**src/hw/exu_consts.svh**
```systemverilog
// Widths are fixed for RV32; the ALU leading-zero counter assumes a 32-bit data path
`ifndef EXU_CONSTS_SVH
`define EXU_CONSTS_SVH

//////////////////////////////
// Data path
//////////////////////////////

// Integer register width
`define EXU_XLEN 32

// Register file address width
`define EXU_RF_AW 5

//////////////////////////////
// Units and pipeline
//////////////////////////////

// One multiplier bit per iteration
`define EXU_MUL_CYCLES 32

// Value of the pc field in EX/WB out of reset
`define EXU_PC_RESET 32'h0000_0000

`endif

```
**src/hw/exu_pkg.sv**
```systemverilog
// Types only for the execute stage; widths come from exu_consts.svh and need RV32 values
`include "exu_consts.svh"

package exu_pkg;

  // ALU operations, compares and branch conditions share one encoding
  typedef enum logic [4:0] {
    ADD,
    SUB,
    AND,
    OR,
    XOR,
    SLL,
    SRL,
    SRA,
    SLT,
    SLTU,
    CLZ,
    EQ,
    NE,
    LT,
    GE,
    LTU,
    GEU
  } alu_op_e;

  // Multiply operations from the M extension
  typedef enum logic [1:0] {
    MUL,
    MULH,
    MULHSU,
    MULHU
  } mul_op_e;

  // Divide and remainder operations
  typedef enum logic [1:0] {
    DIV,
    DIVU,
    REM,
    REMU
  } div_op_e;

  // Decoded instruction handed over from ID
  typedef struct packed {
    logic                  instr_valid;
    logic                  alu_en;
    logic                  mul_en;
    logic                  div_en;
    alu_op_e               alu_op;
    mul_op_e               mul_op;
    div_op_e               div_op;
    logic [`EXU_XLEN-1:0]  operand_a;
    logic [`EXU_XLEN-1:0]  operand_b;
    // Branch target, already computed in ID
    logic [`EXU_XLEN-1:0]  operand_c;
    logic                  rf_we;
    logic [`EXU_RF_AW-1:0] rf_waddr;
    logic [`EXU_XLEN-1:0]  pc;
  } id_ex_pipe_t;

  // Entry handed to write-back
  typedef struct packed {
    logic                  instr_valid;
    logic                  rf_we;
    logic [`EXU_RF_AW-1:0] rf_waddr;
    logic [`EXU_XLEN-1:0]  rf_wdata;
    logic [`EXU_XLEN-1:0]  pc;
    logic                  branch_taken;
  } ex_wb_pipe_t;

  // Controller levels towards EX
  typedef struct packed {
    logic kill_ex;
    logic halt_ex;
  } ctrl_fsm_t;

endpackage

```
**src/hw/exu_alu.sv**
```systemverilog
// Purely combinational; the leading-zero counter is lent to the divider while div_clz_en_i is high
`timescale 1ns/1ns
`include "exu_consts.svh"

module exu_alu import exu_pkg::*; (
  input  alu_op_e              operator_i,
  input  logic [`EXU_XLEN-1:0] operand_a_i,
  input  logic [`EXU_XLEN-1:0] operand_b_i,
  input  logic                 div_clz_en_i,
  input  logic [`EXU_XLEN-1:0] div_clz_data_i,
  output logic [`EXU_XLEN-1:0] result_o,
  output logic                 cmp_result_o,
  output logic [5:0]           div_clz_result_o
);

  logic [`EXU_XLEN-1:0] clz_in;
  logic [5:0]           clz_cnt;
  logic                 cmp_signed;
  logic [`EXU_XLEN:0]   cmp_diff;
  logic                 cmp_lt;
  logic                 cmp_eq;
  logic [4:0]           shamt;

  // Shared comparator
  // One extra bit holds the sign of the difference for both signed and unsigned
  assign cmp_signed = (operator_i == SLT) || (operator_i == LT) || (operator_i == GE);
  assign cmp_diff   = {cmp_signed & operand_a_i[`EXU_XLEN-1], operand_a_i} -
                      {cmp_signed & operand_b_i[`EXU_XLEN-1], operand_b_i};
  assign cmp_lt     = cmp_diff[`EXU_XLEN];
  assign cmp_eq     = (operand_a_i == operand_b_i);

  always_comb begin
    unique case (operator_i)
      EQ:       cmp_result_o = cmp_eq;
      NE:       cmp_result_o = !cmp_eq;
      LT, LTU:  cmp_result_o = cmp_lt;
      GE, GEU:  cmp_result_o = !cmp_lt;
      default:  cmp_result_o = 1'b0;
    endcase
  end

  // Leading zeros, divider request wins
  assign clz_in = div_clz_en_i ? div_clz_data_i : operand_a_i;

  always_comb begin
    clz_cnt = 6'd`EXU_XLEN;
    // Later hits are higher bits, so the top set bit decides
    for (int i = 0; i < `EXU_XLEN; i++) begin
      if (clz_in[i]) begin
        clz_cnt = 6'(`EXU_XLEN - 1 - i);
      end
    end
  end

  assign div_clz_result_o = clz_cnt;

  // Shift amount is the low five bits as in RV32
  assign shamt = operand_b_i[4:0];

  always_comb begin
    unique case (operator_i)
      ADD:                   result_o = operand_a_i + operand_b_i;
      SUB:                   result_o = operand_a_i - operand_b_i;
      AND:                   result_o = operand_a_i & operand_b_i;
      OR:                    result_o = operand_a_i | operand_b_i;
      XOR:                   result_o = operand_a_i ^ operand_b_i;
      SLL:                   result_o = operand_a_i << shamt;
      SRL:                   result_o = operand_a_i >> shamt;
      SRA:                   result_o = $unsigned($signed(operand_a_i) >>> shamt);
      SLT, SLTU:             result_o = {{(`EXU_XLEN-1){1'b0}}, cmp_lt};
      CLZ:                   result_o = {{(`EXU_XLEN-6){1'b0}}, clz_cnt};
      EQ, NE, LT, GE, LTU, GEU: result_o = {{(`EXU_XLEN-1){1'b0}}, cmp_result_o};
      default:               result_o = '0;
    endcase
  end

endmodule

```
**src/hw/exu_mult.sv**
```systemverilog
// Fixed latency of EXU_MUL_CYCLES + 1; operands must stay stable from valid_i until the result is taken
`timescale 1ns/1ns
`include "exu_consts.svh"

module exu_mult import exu_pkg::*; (
  input  logic                 clk,
  input  logic                 rst_n,
  input  mul_op_e              operator_i,
  input  logic [`EXU_XLEN-1:0] op_a_i,
  input  logic [`EXU_XLEN-1:0] op_b_i,
  input  logic                 valid_i,
  input  logic                 ready_i,
  output logic [`EXU_XLEN-1:0] result_o,
  output logic                 ready_o,
  output logic                 valid_o
);

  typedef enum logic [1:0] {MUL_IDLE, MUL_BUSY, MUL_DONE} mul_state_e;

  mul_state_e                       state_q;
  logic [$clog2(`EXU_MUL_CYCLES):0] cnt_q;
  logic                             a_signed;
  logic                             b_signed;
  logic [`EXU_XLEN-1:0]             a_mag;
  logic [`EXU_XLEN-1:0]             b_mag;
  logic [2*`EXU_XLEN-1:0]           mcand_q;
  logic [2*`EXU_XLEN-1:0]           acc_q;
  logic [2*`EXU_XLEN-1:0]           prod;
  logic [`EXU_XLEN-1:0]             mplier_q;
  logic                             neg_q;
  mul_op_e                          op_q;

  // Operand a is signed except for MULHU, b only for MUL and MULH
  assign a_signed = (operator_i != MULHU) && op_a_i[`EXU_XLEN-1];
  assign b_signed = ((operator_i == MUL) || (operator_i == MULH)) && op_b_i[`EXU_XLEN-1];
  assign a_mag    = a_signed ? -op_a_i : op_a_i;
  assign b_mag    = b_signed ? -op_b_i : op_b_i;

  // Control FSM
  always_ff @(posedge clk or negedge rst_n) begin
    if (!rst_n) begin
      state_q <= MUL_IDLE;
      cnt_q   <= '0;
    end else begin
      unique case (state_q)
        MUL_IDLE: begin
          cnt_q <= '0;
          if (valid_i) begin
            state_q <= MUL_BUSY;
          end
        end
        MUL_BUSY: begin
          cnt_q <= cnt_q + 1'b1;
          if (!valid_i) begin
            state_q <= MUL_IDLE;
          end else if (cnt_q == `EXU_MUL_CYCLES - 1) begin
            state_q <= MUL_DONE;
          end
        end
        default: begin
          // Leave on acceptance or when the instruction is dropped
          if (!valid_i || ready_i) begin
            state_q <= MUL_IDLE;
          end
        end
      endcase
    end
  end

  // Shift-add datapath
  always_ff @(posedge clk) begin
    if ((state_q == MUL_IDLE) && valid_i) begin
      mcand_q  <= {{`EXU_XLEN{1'b0}}, a_mag};
      mplier_q <= b_mag;
      acc_q    <= '0;
      neg_q    <= a_signed ^ b_signed;
      op_q     <= operator_i;
    end else if (state_q == MUL_BUSY) begin
      if (mplier_q[0]) begin
        acc_q <= acc_q + mcand_q;
      end
      mcand_q  <= mcand_q << 1;
      mplier_q <= mplier_q >> 1;
    end
  end

  // Sign fix on the finished magnitude product
  assign prod     = neg_q ? -acc_q : acc_q;
  assign result_o = (op_q == MUL) ? prod[`EXU_XLEN-1:0] : prod[2*`EXU_XLEN-1:`EXU_XLEN];

  assign valid_o = (state_q == MUL_DONE);
  assign ready_o = ((state_q == MUL_IDLE) && !valid_i) || ((state_q == MUL_DONE) && ready_i);

  // Result must not move while write-back stalls
  a_result_stable: assert property (@(posedge clk) disable iff (!rst_n)
    valid_o && !ready_i |=> $stable(result_o));

endmodule

```
**src/hw/exu_div.sv**
```systemverilog
// Latency 2 to 34 cycles by dividend leading zeros; needs the ALU CLZ in the same cycle as the start
`timescale 1ns/1ns
`include "exu_consts.svh"

module exu_div import exu_pkg::*; (
  input  logic                 clk,
  input  logic                 rst_n,
  input  div_op_e              operator_i,
  input  logic [`EXU_XLEN-1:0] op_a_i,
  input  logic [`EXU_XLEN-1:0] op_b_i,
  input  logic [5:0]           div_clz_result_i,
  input  logic                 valid_i,
  input  logic                 ready_i,
  output logic                 div_clz_en_o,
  output logic [`EXU_XLEN-1:0] div_clz_data_o,
  output logic [`EXU_XLEN-1:0] result_o,
  output logic                 ready_o,
  output logic                 valid_o
);

  typedef enum logic [1:0] {DIV_IDLE, DIV_BUSY, DIV_FIX, DIV_DONE} div_state_e;

  div_state_e           state_q;
  logic [5:0]           cnt_q;
  logic                 start;
  logic                 op_signed;
  logic                 a_neg;
  logic                 b_neg;
  logic [`EXU_XLEN-1:0] a_mag;
  logic [`EXU_XLEN-1:0] b_mag;
  logic                 div_zero;
  logic                 div_ovf;
  div_op_e              op_q;
  logic [`EXU_XLEN-1:0] bmag_q;
  logic [`EXU_XLEN-1:0] dvd_q;
  logic [`EXU_XLEN-1:0] rem_q;
  logic                 qneg_q;
  logic                 rneg_q;
  logic [`EXU_XLEN:0]   rem_shift;
  logic [`EXU_XLEN:0]   rem_diff;
  logic                 rem_ge;
  logic [`EXU_XLEN-1:0] res_q;

  assign start     = (state_q == DIV_IDLE) && valid_i;
  assign op_signed = (operator_i == DIV) || (operator_i == REM);
  assign a_neg     = op_signed && op_a_i[`EXU_XLEN-1];
  assign b_neg     = op_signed && op_b_i[`EXU_XLEN-1];
  assign a_mag     = a_neg ? -op_a_i : op_a_i;
  assign b_mag     = b_neg ? -op_b_i : op_b_i;

  // RISC-V corner cases bypass the iterations
  assign div_zero = (op_b_i == '0);
  assign div_ovf  = op_signed && (op_a_i == {1'b1, {(`EXU_XLEN-1){1'b0}}}) && (op_b_i == '1);

  // Dividend magnitude goes to the ALU counter at start
  assign div_clz_en_o   = start;
  assign div_clz_data_o = a_mag;

  // One restoring step
  assign rem_shift = {rem_q, dvd_q[`EXU_XLEN-1]};
  assign rem_diff  = rem_shift - {1'b0, bmag_q};
  assign rem_ge    = (rem_shift >= {1'b0, bmag_q});

  //////////////////////////////
  // Control
  //////////////////////////////

  always_ff @(posedge clk or negedge rst_n) begin
    if (!rst_n) begin
      state_q <= DIV_IDLE;
      cnt_q   <= '0;
    end else begin
      unique case (state_q)
        DIV_IDLE: begin
          // Remaining bits after the leading-zero skip
          cnt_q <= 6'd`EXU_XLEN - div_clz_result_i;
          if (valid_i) begin
            if (div_zero || div_ovf || (div_clz_result_i == 6'd`EXU_XLEN)) begin
              state_q <= DIV_FIX;
            end else begin
              state_q <= DIV_BUSY;
            end
          end
        end
        DIV_BUSY: begin
          cnt_q <= cnt_q - 1'b1;
          if (!valid_i) begin
            state_q <= DIV_IDLE;
          end else if (cnt_q == 6'd1) begin
            state_q <= DIV_FIX;
          end
        end
        DIV_FIX: begin
          state_q <= valid_i ? DIV_DONE : DIV_IDLE;
        end
        default: begin
          if (!valid_i || ready_i) begin
            state_q <= DIV_IDLE;
          end
        end
      endcase
    end
  end

  //////////////////////////////
  // Datapath
  //////////////////////////////

  always_ff @(posedge clk) begin
    if (start) begin
      op_q   <= operator_i;
      bmag_q <= b_mag;
      if (div_zero) begin
        // Quotient all ones, remainder is the dividend
        dvd_q  <= '1;
        rem_q  <= op_a_i;
        qneg_q <= 1'b0;
        rneg_q <= 1'b0;
      end else if (div_ovf) begin
        dvd_q  <= op_a_i;
        rem_q  <= '0;
        qneg_q <= 1'b0;
        rneg_q <= 1'b0;
      end else begin
        dvd_q  <= a_mag << div_clz_result_i;
        rem_q  <= '0;
        qneg_q <= a_neg ^ b_neg;
        rneg_q <= a_neg;
      end
    end else if (state_q == DIV_BUSY) begin
      // Quotient bits enter from the bottom as dividend bits leave the top
      rem_q <= rem_ge ? rem_diff[`EXU_XLEN-1:0] : rem_shift[`EXU_XLEN-1:0];
      dvd_q <= {dvd_q[`EXU_XLEN-2:0], rem_ge};
    end else if (state_q == DIV_FIX) begin
      if ((op_q == DIV) || (op_q == DIVU)) begin
        res_q <= qneg_q ? -dvd_q : dvd_q;
      end else begin
        res_q <= rneg_q ? -rem_q : rem_q;
      end
    end
  end

  assign result_o = res_q;
  assign valid_o  = (state_q == DIV_DONE);
  assign ready_o  = ((state_q == DIV_IDLE) && !valid_i) || ((state_q == DIV_DONE) && ready_i);

  // Quotient of a divide by zero is all ones whatever the signs
  a_div_zero_quot: assert property (@(posedge clk) disable iff (!rst_n)
    valid_o && (bmag_q == '0) && ((op_q == DIV) || (op_q == DIVU)) |-> (result_o == '1));

endmodule

```
**src/hw/exu_ex_stage.sv**
```systemverilog
// No LSU, CSR or exception path; upstream must hold id_ex_pipe_i until ex_ready_o is seen high
`timescale 1ns/1ns
`include "exu_consts.svh"

module exu_ex_stage import exu_pkg::*; (
  input  logic                 clk,
  input  logic                 rst_n,
  input  id_ex_pipe_t          id_ex_pipe_i,
  input  ctrl_fsm_t            ctrl_fsm_i,
  input  logic                 wb_ready_i,
  output ex_wb_pipe_t          ex_wb_pipe_o,
  output logic [`EXU_XLEN-1:0] rf_wdata_o,
  output logic                 branch_decision_o,
  output logic [`EXU_XLEN-1:0] branch_target_o,
  output logic                 ex_ready_o,
  output logic                 ex_valid_o
);

  logic                 instr_valid;
  logic                 mul_en_gated;
  logic                 div_en_gated;
  logic [`EXU_XLEN-1:0] alu_result;
  logic                 alu_cmp_result;
  logic [`EXU_XLEN-1:0] mul_result;
  logic                 mul_ready;
  logic                 mul_valid;
  logic [`EXU_XLEN-1:0] div_result;
  logic                 div_ready;
  logic                 div_valid;
  logic                 div_clz_en;
  logic [`EXU_XLEN-1:0] div_clz_data;
  logic [5:0]           div_clz_result;

  // Kill and halt both drop the instruction for this cycle
  assign instr_valid  = id_ex_pipe_i.instr_valid && !ctrl_fsm_i.kill_ex && !ctrl_fsm_i.halt_ex;
  assign mul_en_gated = id_ex_pipe_i.mul_en && instr_valid;
  assign div_en_gated = id_ex_pipe_i.div_en && instr_valid;

  //////////////////////////////
  // Units
  //////////////////////////////

  exu_alu u_alu (
    .operator_i       (id_ex_pipe_i.alu_op),
    .operand_a_i      (id_ex_pipe_i.operand_a),
    .operand_b_i      (id_ex_pipe_i.operand_b),
    .div_clz_en_i     (div_clz_en),
    .div_clz_data_i   (div_clz_data),
    .result_o         (alu_result),
    .cmp_result_o     (alu_cmp_result),
    .div_clz_result_o (div_clz_result)
  );

  exu_mult u_mult (
    .clk        (clk),
    .rst_n      (rst_n),
    .operator_i (id_ex_pipe_i.mul_op),
    .op_a_i     (id_ex_pipe_i.operand_a),
    .op_b_i     (id_ex_pipe_i.operand_b),
    .valid_i    (mul_en_gated),
    .ready_i    (wb_ready_i),
    .result_o   (mul_result),
    .ready_o    (mul_ready),
    .valid_o    (mul_valid)
  );

  // Divider borrows the ALU leading-zero counter
  exu_div u_div (
    .clk              (clk),
    .rst_n            (rst_n),
    .operator_i       (id_ex_pipe_i.div_op),
    .op_a_i           (id_ex_pipe_i.operand_a),
    .op_b_i           (id_ex_pipe_i.operand_b),
    .div_clz_result_i (div_clz_result),
    .valid_i          (div_en_gated),
    .ready_i          (wb_ready_i),
    .div_clz_en_o     (div_clz_en),
    .div_clz_data_o   (div_clz_data),
    .result_o         (div_result),
    .ready_o          (div_ready),
    .valid_o          (div_valid)
  );

  // Result mux by enable, ALU when nothing else claims it
  always_comb begin
    if (id_ex_pipe_i.mul_en) begin
      rf_wdata_o = mul_result;
    end else if (id_ex_pipe_i.div_en) begin
      rf_wdata_o = div_result;
    end else begin
      rf_wdata_o = alu_result;
    end
  end

  assign branch_decision_o = alu_cmp_result;
  assign branch_target_o   = id_ex_pipe_i.operand_c;

  // Stage handshake
  assign ex_ready_o = ctrl_fsm_i.kill_ex ||
                      (wb_ready_i && mul_ready && div_ready && !ctrl_fsm_i.halt_ex);
  assign ex_valid_o = instr_valid && (id_ex_pipe_i.alu_en ||
                                      (id_ex_pipe_i.mul_en && mul_valid) ||
                                      (id_ex_pipe_i.div_en && div_valid));

  //////////////////////////////
  // EX/WB register
  //////////////////////////////

  always_ff @(posedge clk or negedge rst_n) begin
    if (!rst_n) begin
      ex_wb_pipe_o.instr_valid  <= 1'b0;
      ex_wb_pipe_o.rf_we        <= 1'b0;
      ex_wb_pipe_o.rf_waddr     <= '0;
      ex_wb_pipe_o.rf_wdata     <= '0;
      ex_wb_pipe_o.pc           <= `EXU_PC_RESET;
      ex_wb_pipe_o.branch_taken <= 1'b0;
    end else if (ex_valid_o && wb_ready_i) begin
      ex_wb_pipe_o.instr_valid  <= 1'b1;
      ex_wb_pipe_o.rf_we        <= id_ex_pipe_i.rf_we;
      ex_wb_pipe_o.rf_waddr     <= id_ex_pipe_i.rf_waddr;
      ex_wb_pipe_o.rf_wdata     <= rf_wdata_o;
      ex_wb_pipe_o.pc           <= id_ex_pipe_i.pc;
      ex_wb_pipe_o.branch_taken <= id_ex_pipe_i.alu_en && alu_cmp_result;
    end else if (wb_ready_i) begin
      // Nothing ready this cycle, pass a bubble
      ex_wb_pipe_o.instr_valid <= 1'b0;
    end
  end

  // Decoder selects at most one unit
  a_one_unit: assert property (@(posedge clk) disable iff (!rst_n)
    id_ex_pipe_i.instr_valid |->
      $onehot0({id_ex_pipe_i.alu_en, id_ex_pipe_i.mul_en, id_ex_pipe_i.div_en}));

  // A live instruction is never accepted without its result
  a_no_lost_instr: assert property (@(posedge clk) disable iff (!rst_n)
    instr_valid && ex_ready_o &&
      (id_ex_pipe_i.alu_en || id_ex_pipe_i.mul_en || id_ex_pipe_i.div_en) |-> ex_valid_o);

endmodule

```
**config.mk**
```make
export PLATFORM = sky130hd
export DESIGN_NAME = exu_ex_stage
export DESIGN_NICKNAME = d
export VERILOG_FILES = /design/src/hw/exu_pkg.sv /design/src/hw/exu_alu.sv /design/src/hw/exu_mult.sv /design/src/hw/exu_div.sv /design/src/hw/exu_ex_stage.sv
export VERILOG_INCLUDE_DIRS = /design/src /design/src/hw
export SDC_FILE = /design/constraint.sdc
export NUM_CORES = 2
export LEC_CHECK = 0
export ABC_AREA = 1
export BUFFER_PORTS_ARGS = -buffer_cell sky130_fd_sc_hd__buf_4
export CAP_MARGIN = 5
export CORE_MARGIN = 2
export CORE_UTILIZATION = 41
export DETAILED_ROUTE_END_ITERATION = 16
export HOLD_SLACK_MARGIN = 0.05
export PLACE_DENSITY_LB_ADDON = 0.3
export REMOVE_ABC_BUFFERS = 1
export SLEW_MARGIN = 0
export SYNTH_ARGS = -nofsm -noshare
export SYNTH_HDL_FRONTEND = slang
export SYNTH_SLANG_ARGS = --single-unit
export TNS_END_PERCENT = 1
```
**constraint.sdc**
```tcl
create_clock -name clk -period 9.8 [get_ports clk]
set_input_delay 0.49 -clock clk [delete_from_list [all_inputs] [get_ports clk]]
set_output_delay 0.49 -clock clk [all_outputs]
set_load 0.05 [all_outputs]
```
==> impl_metrics.prom <==
# TYPE chip_impl_metric gauge
chip_impl_metric{name="share_comb_of_total_power",unit="%"} 50.4
chip_impl_info{name="synth_top_flop_cell",value="sky130_fd_sc_hd__edfxtp_1"} 1
chip_impl_metric{name="yosys_warns",unit=""} 0
chip_impl_metric{name="vias_per_cell",unit=""} 6.00
chip_impl_metric{name="dpl_cell_area",unit="um2"} 40100
chip_impl_metric{name="final_min_period",unit="ns"} 6.90
chip_impl_metric{name="critPathArrivalTime",unit="ns"} 6.41
chip_impl_metric{name="dp_cells",unit=""} 7074
chip_impl_metric{name="initial_utilization",unit="%"} 41.3
chip_impl_metric{name="yosys_register_bits",unit=""} 382
chip_impl_metric{name="worst-path-buf-inv",unit=""} 7
chip_impl_info{name="cp_slowest_cell",value="sky130_fd_sc_hd__inv_2"} 1
chip_impl_metric{name="clkSlewWorstSetupHoldPaths",unit="ns"} 0.06
chip_impl_metric{name="chipHeight",unit="um"} 308
chip_impl_metric{name="detail_route.iter0.violations",unit=""} 5540
chip_impl_info{name="critical-path-top-cell-by-count",value="sky130_fd_sc_hd__nand2_1"} 1
chip_impl_metric{name="grt_max_degree",unit=""} 76
chip_impl_metric{name="drt.antenna.violating_nets",unit=""} 0
chip_impl_metric{name="synthesis.area_per_instance",unit="um2"} 6.39
chip_impl_info{name="critical_path.startpoint_type",value="primary input"} 1
chip_impl_metric{name="finalWeightedCongestion",unit=""} 1.07
chip_impl_metric{name="drv_slew",unit=""} 0
chip_impl_metric{name="clock_power_share",unit="%"} 19.2
chip_impl_info{name="run_status",value="complete, no violations"} 1
chip_impl_metric{name="core_area",unit="um2"} 91500
chip_impl_metric{name="drt_first_pass_iters",unit=""} 6
chip_impl_metric{name="finalSetupViolCount",unit=""} 0
chip_impl_metric{name="seq_power_share",unit="%"} 30.4
chip_impl_metric{name="grt_pass1_wl",unit="mm"} 273
chip_impl_metric{name="p_int",unit="mW"} 4.97
chip_impl_metric{name="die_w",unit="um"} 308
chip_impl_metric{name="rows",unit=""} 111
chip_impl_metric{name="global_route.overflow_total",unit=""} 0
chip_impl_metric{name="critical_path_depth",unit=""} 31
chip_impl_metric{name="sequential_cell_area_fraction_in_the_yosys_report",unit="%"} 26.6
chip_impl_metric{name="wirelength",unit="mm"} 192
chip_impl_metric{name="fmax",unit="GHz"} 0.145
chip_impl_info{name="tritoncts_clock_tree",value="done"} 1
chip_impl_metric{name="detailedPlace.worstSlack",unit="ns"} 3.11
chip_impl_metric{name="combined_area_of_all_synthesized_cells",unit="um2"} 37800
chip_impl_info{name="crit-reg2reg-launch",value="u_div.state_q[0]$_DFFE_PN0P_"} 1
chip_impl_metric{name="clockBufferDepth",unit=""} 3
chip_impl_metric{name="place.port_buffers",unit=""} 226
chip_impl_metric{name="dieArea",unit="um2"} 94700
chip_impl_metric{name="global_route.usage.met3",unit="%"} 6.96
chip_impl_info{name="hold_path_class",value="primary input to flip-flop"} 1
chip_impl_info{name="timing_worst_setup_path_type",value="primary input to primary output"} 1
chip_impl_metric{name="via_count_of_the_first_global_routing_pass",unit=""} 40100
chip_impl_metric{name="drc",unit=""} 0
chip_impl_metric{name="post-route-cell-area",unit="um2"} 42100
chip_impl_info{name="worstSetupEndpoint",value="rf_wdata_o[1]"} 1
chip_impl_metric{name="timing.critical_path.fanout_max",unit=""} 31
chip_impl_info{name="crit_family",value="simple AND/OR/NAND/NOR gates"} 1
chip_impl_metric{name="instances_no_fill",unit=""} 7203
chip_impl_metric{name="tritoncts.num_buffers",unit=""} 47
chip_impl_metric{name="num_vias",unit=""} 43200
chip_impl_metric{name="clock_skew",unit="ns"} 0.0468
chip_impl_metric{name="final_critical_path_setup_slack",unit="ns"} 2.90
chip_impl_info{name="crit_path_end_kind",value="primary output"} 1
chip_impl_metric{name="maxSlewHeadroom",unit="%"} 5.18
chip_impl_metric{name="antenna_found_initial",unit=""} 14
chip_impl_metric{name="final.setup.tns",unit="ns"} 0
chip_impl_info{name="origin_of_the_worst_setup_path",value="id_ex_pipe_i[102]"} 1
chip_impl_metric{name="final_nets",unit=""} 6340
chip_impl_metric{name="timing_worst_slew_pin_value",unit="ns"} 1.41
chip_impl_metric{name="cp_slowest_stage_delay",unit="ns"} 0.76
chip_impl_info{name="gr_peak_layer",value="met2"} 1
chip_impl_metric{name="ir_drop",unit="mV"} 0.131
chip_impl_info{name="mostFrequentLayoutCell",value="sky130_fd_sc_hd__nand2_1"} 1
chip_impl_metric{name="switching_power_summed_over_all_nets",unit="mW"} 4.78
chip_impl_metric{name="powerDensity",unit="nW/um2"} 231
chip_impl_info{name="clock_tree.root_cell",value="sky130_fd_sc_hd__clkbuf_16"} 1
chip_impl_metric{name="power_leakage",unit="nW"} 19.9
chip_impl_metric{name="clock_tree.htree_level_count",unit=""} 2
chip_impl_info{name="final_cell_mix",value="sky130_fd_sc_hd__nand2_1, sky130_fd_sc_hd__inv_1, sky130_fd_sc_hd__o21ai_0"} 1
chip_impl_metric{name="design.portCount",unit=""} 291
chip_impl_metric{name="groute.usage.overall",unit="%"} 39.4
chip_impl_metric{name="r2r_slack",unit="ns"} 3.95
chip_impl_info{name="grt_setup_unrepaired",value="no"} 1
chip_impl_metric{name="flow.area_growth_from_synthesis",unit="%"} 11.4
chip_impl_metric{name="synth_enable_flop_cells",unit=""} 198
chip_impl_metric{name="switching_fraction",unit="%"} 49.0
chip_impl_metric{name="met1_global_route_usage",unit="%"} 48.8
chip_impl_metric{name="share_of_final_layout_standard_cells_stronger_than_drive_strength_1",unit="%"} 7.96
chip_impl_metric{name="final_hold_viol_count",unit=""} 0
chip_impl_info{name="r2r_end",value="u_div.dvd_q[27]$_DFFE_PP_"} 1
chip_impl_metric{name="maxCapViolations",unit=""} 0
chip_impl_metric{name="crit_required",unit="ns"} 9.31
chip_impl_metric{name="synthArstFlopShare",unit="%"} 23.0
chip_impl_metric{name="period_share",unit="%"} 70.4
chip_impl_metric{name="post_drt_wl_per_cell",unit="um"} 26.6
chip_impl_metric{name="detailedPlacementHpwl",unit="mm"} 150
chip_impl_metric{name="synthesis.instances",unit=""} 5914
chip_impl_metric{name="grt.met2_usage",unit="%"} 61.8
chip_impl_metric{name="numClockSinks",unit=""} 382
chip_impl_metric{name="design_power_total",unit="mW"} 9.75
chip_impl_metric{name="worstHoldPathCells",unit=""} 3
chip_impl_metric{name="clock_insertion_delay_at_the_later_pin_of_the_skew_report",unit="ns"} 0.67
chip_impl_metric{name="worstRegToRegCells",unit=""} 24
chip_impl_metric{name="synthDistinctLibCells",unit=""} 75
[layer usage]
layer	vias to the layer above	routed length [um]	share of wire, %
met5	-	67	0.035
met4	10	15800	8.2
met3	541	17600	9.2
met2	2449	84500	44
met1	20200	74000	39
li1	20000	-	-
[layout make-up]
cell class	instances	area, um2
fill	9788	49400
sequential	382	10100
inverter	759	2850
clock buffer	59	1360
timing repair buffer	320	2500
clock inverter	29	289
antenna	2	5.00
tap	1186	1480
multi-input combinational	4466	23600
[stage by stage]
step           hold WS, ns  util [%]
4_1_cts             0.0504      46.0
6_report            0.0671      46.0
3_3_place_gp         0.435      43.8
3_5_place_dp         0.434      43.8
5_1_grt             0.0758      46.0
2_1_floorplan        0.194         -
[logic make-up (layout without fill, tap and decap cells)]
kind of cell	count (synthesis)	after routing	share of synthesized area [%]
buffers and inverters	1066	1167	11.2
adders and majority gates	212	212	7.09
other	0	2	0
DFF	382	382	26.6
and+or+nand+nor	2607	2607	29.1
AOI/OAI and AO/OA	1518	1518	22.9
xor gates and xnor gates	120	120	2.78
muxes	9	9	0.238
[worst min-delay path by stage]
stage	startpoint	end	slack, ns
6_report	id_ex_pipe_i[12]	ex_wb_pipe_o[13]$_DFFE_PN0P_	0.07
5_1_grt	id_ex_pipe_i[12]	ex_wb_pipe_o[13]$_DFFE_PN0P_	0.08
4_1_cts	id_ex_pipe_i[12]	ex_wb_pipe_o[13]$_DFFE_PN0P_	0.05
3_5_place_dp	rst_n	ex_wb_pipe_o[34]$_DFFE_PN0P_	0.43
3_3_place_gp	rst_n	ex_wb_pipe_o[67]$_DFFE_PN0P_	0.43
2_1_floorplan	rst_n	ex_wb_pipe_o[0]$_DFFE_PN0P_	0.19
[what timing repair did]
item | 4_1_cts | 5_1_grt
hold buffers | 39 | 0
hold endpoints to repair | 65 | 0
gates resized for setup | 0 | 0
setup buffers | 0 | 0
[power by group through the flow]
stage | registers (mW) | logic (mW) | clock network (mW)
3_3_place_gp | 2.95 | 4.74 | 0
5_1_grt | 3.00 | 5.38 | 1.95
6_report | 2.96 | 4.91 | 1.88
3_5_place_dp | 2.95 | 4.78 | 0
4_1_cts | 2.93 | 4.82 | 1.89
2_1_floorplan | 2.95 | 3.08 | 0
[flip-flops by register name, indices dropped and copies added (netlist names), 6 cells and up]
| name | count |
|---|---|
| ex_wb_pipe_o | 72 |
| u_div.bmag_q | 32 |
| u_div.cnt_q | 6 |
| u_div.dvd_q | 32 |
| u_div.rem_q | 32 |
| u_div.result_o | 32 |
| u_mult.acc_q | 64 |
| u_mult.cnt_q | 6 |
| u_mult.mcand_q | 64 |
| u_mult.mplier_q | 32 |
[tightest hold or removal path, delay by kind of cell]
kind | cells | cell delay (ns)
buf+inv | 1 | 0.07
simple gates | 2 | 0.09
[synthesized netlist by cell type, drive strengths merged (41+ instances only)]
master	number	area, um2
a21oi	517	2600
a31oi	41	257
buf	94	577
clkbuf	213	800
dfrtp	88	2200
dfxtp	96	1920
edfxtp	198	5950
ha	208	2600
inv	744	2790
nand2	1509	5690
nand3	376	1930
nand4	63	407
nor2	450	1750
nor3	118	646
nor4	51	325
o211ai	56	420
o21ai	602	3040
o21bai	45	338
o22ai	57	357
xor2	87	762
(Power assumes the default switching activity.)
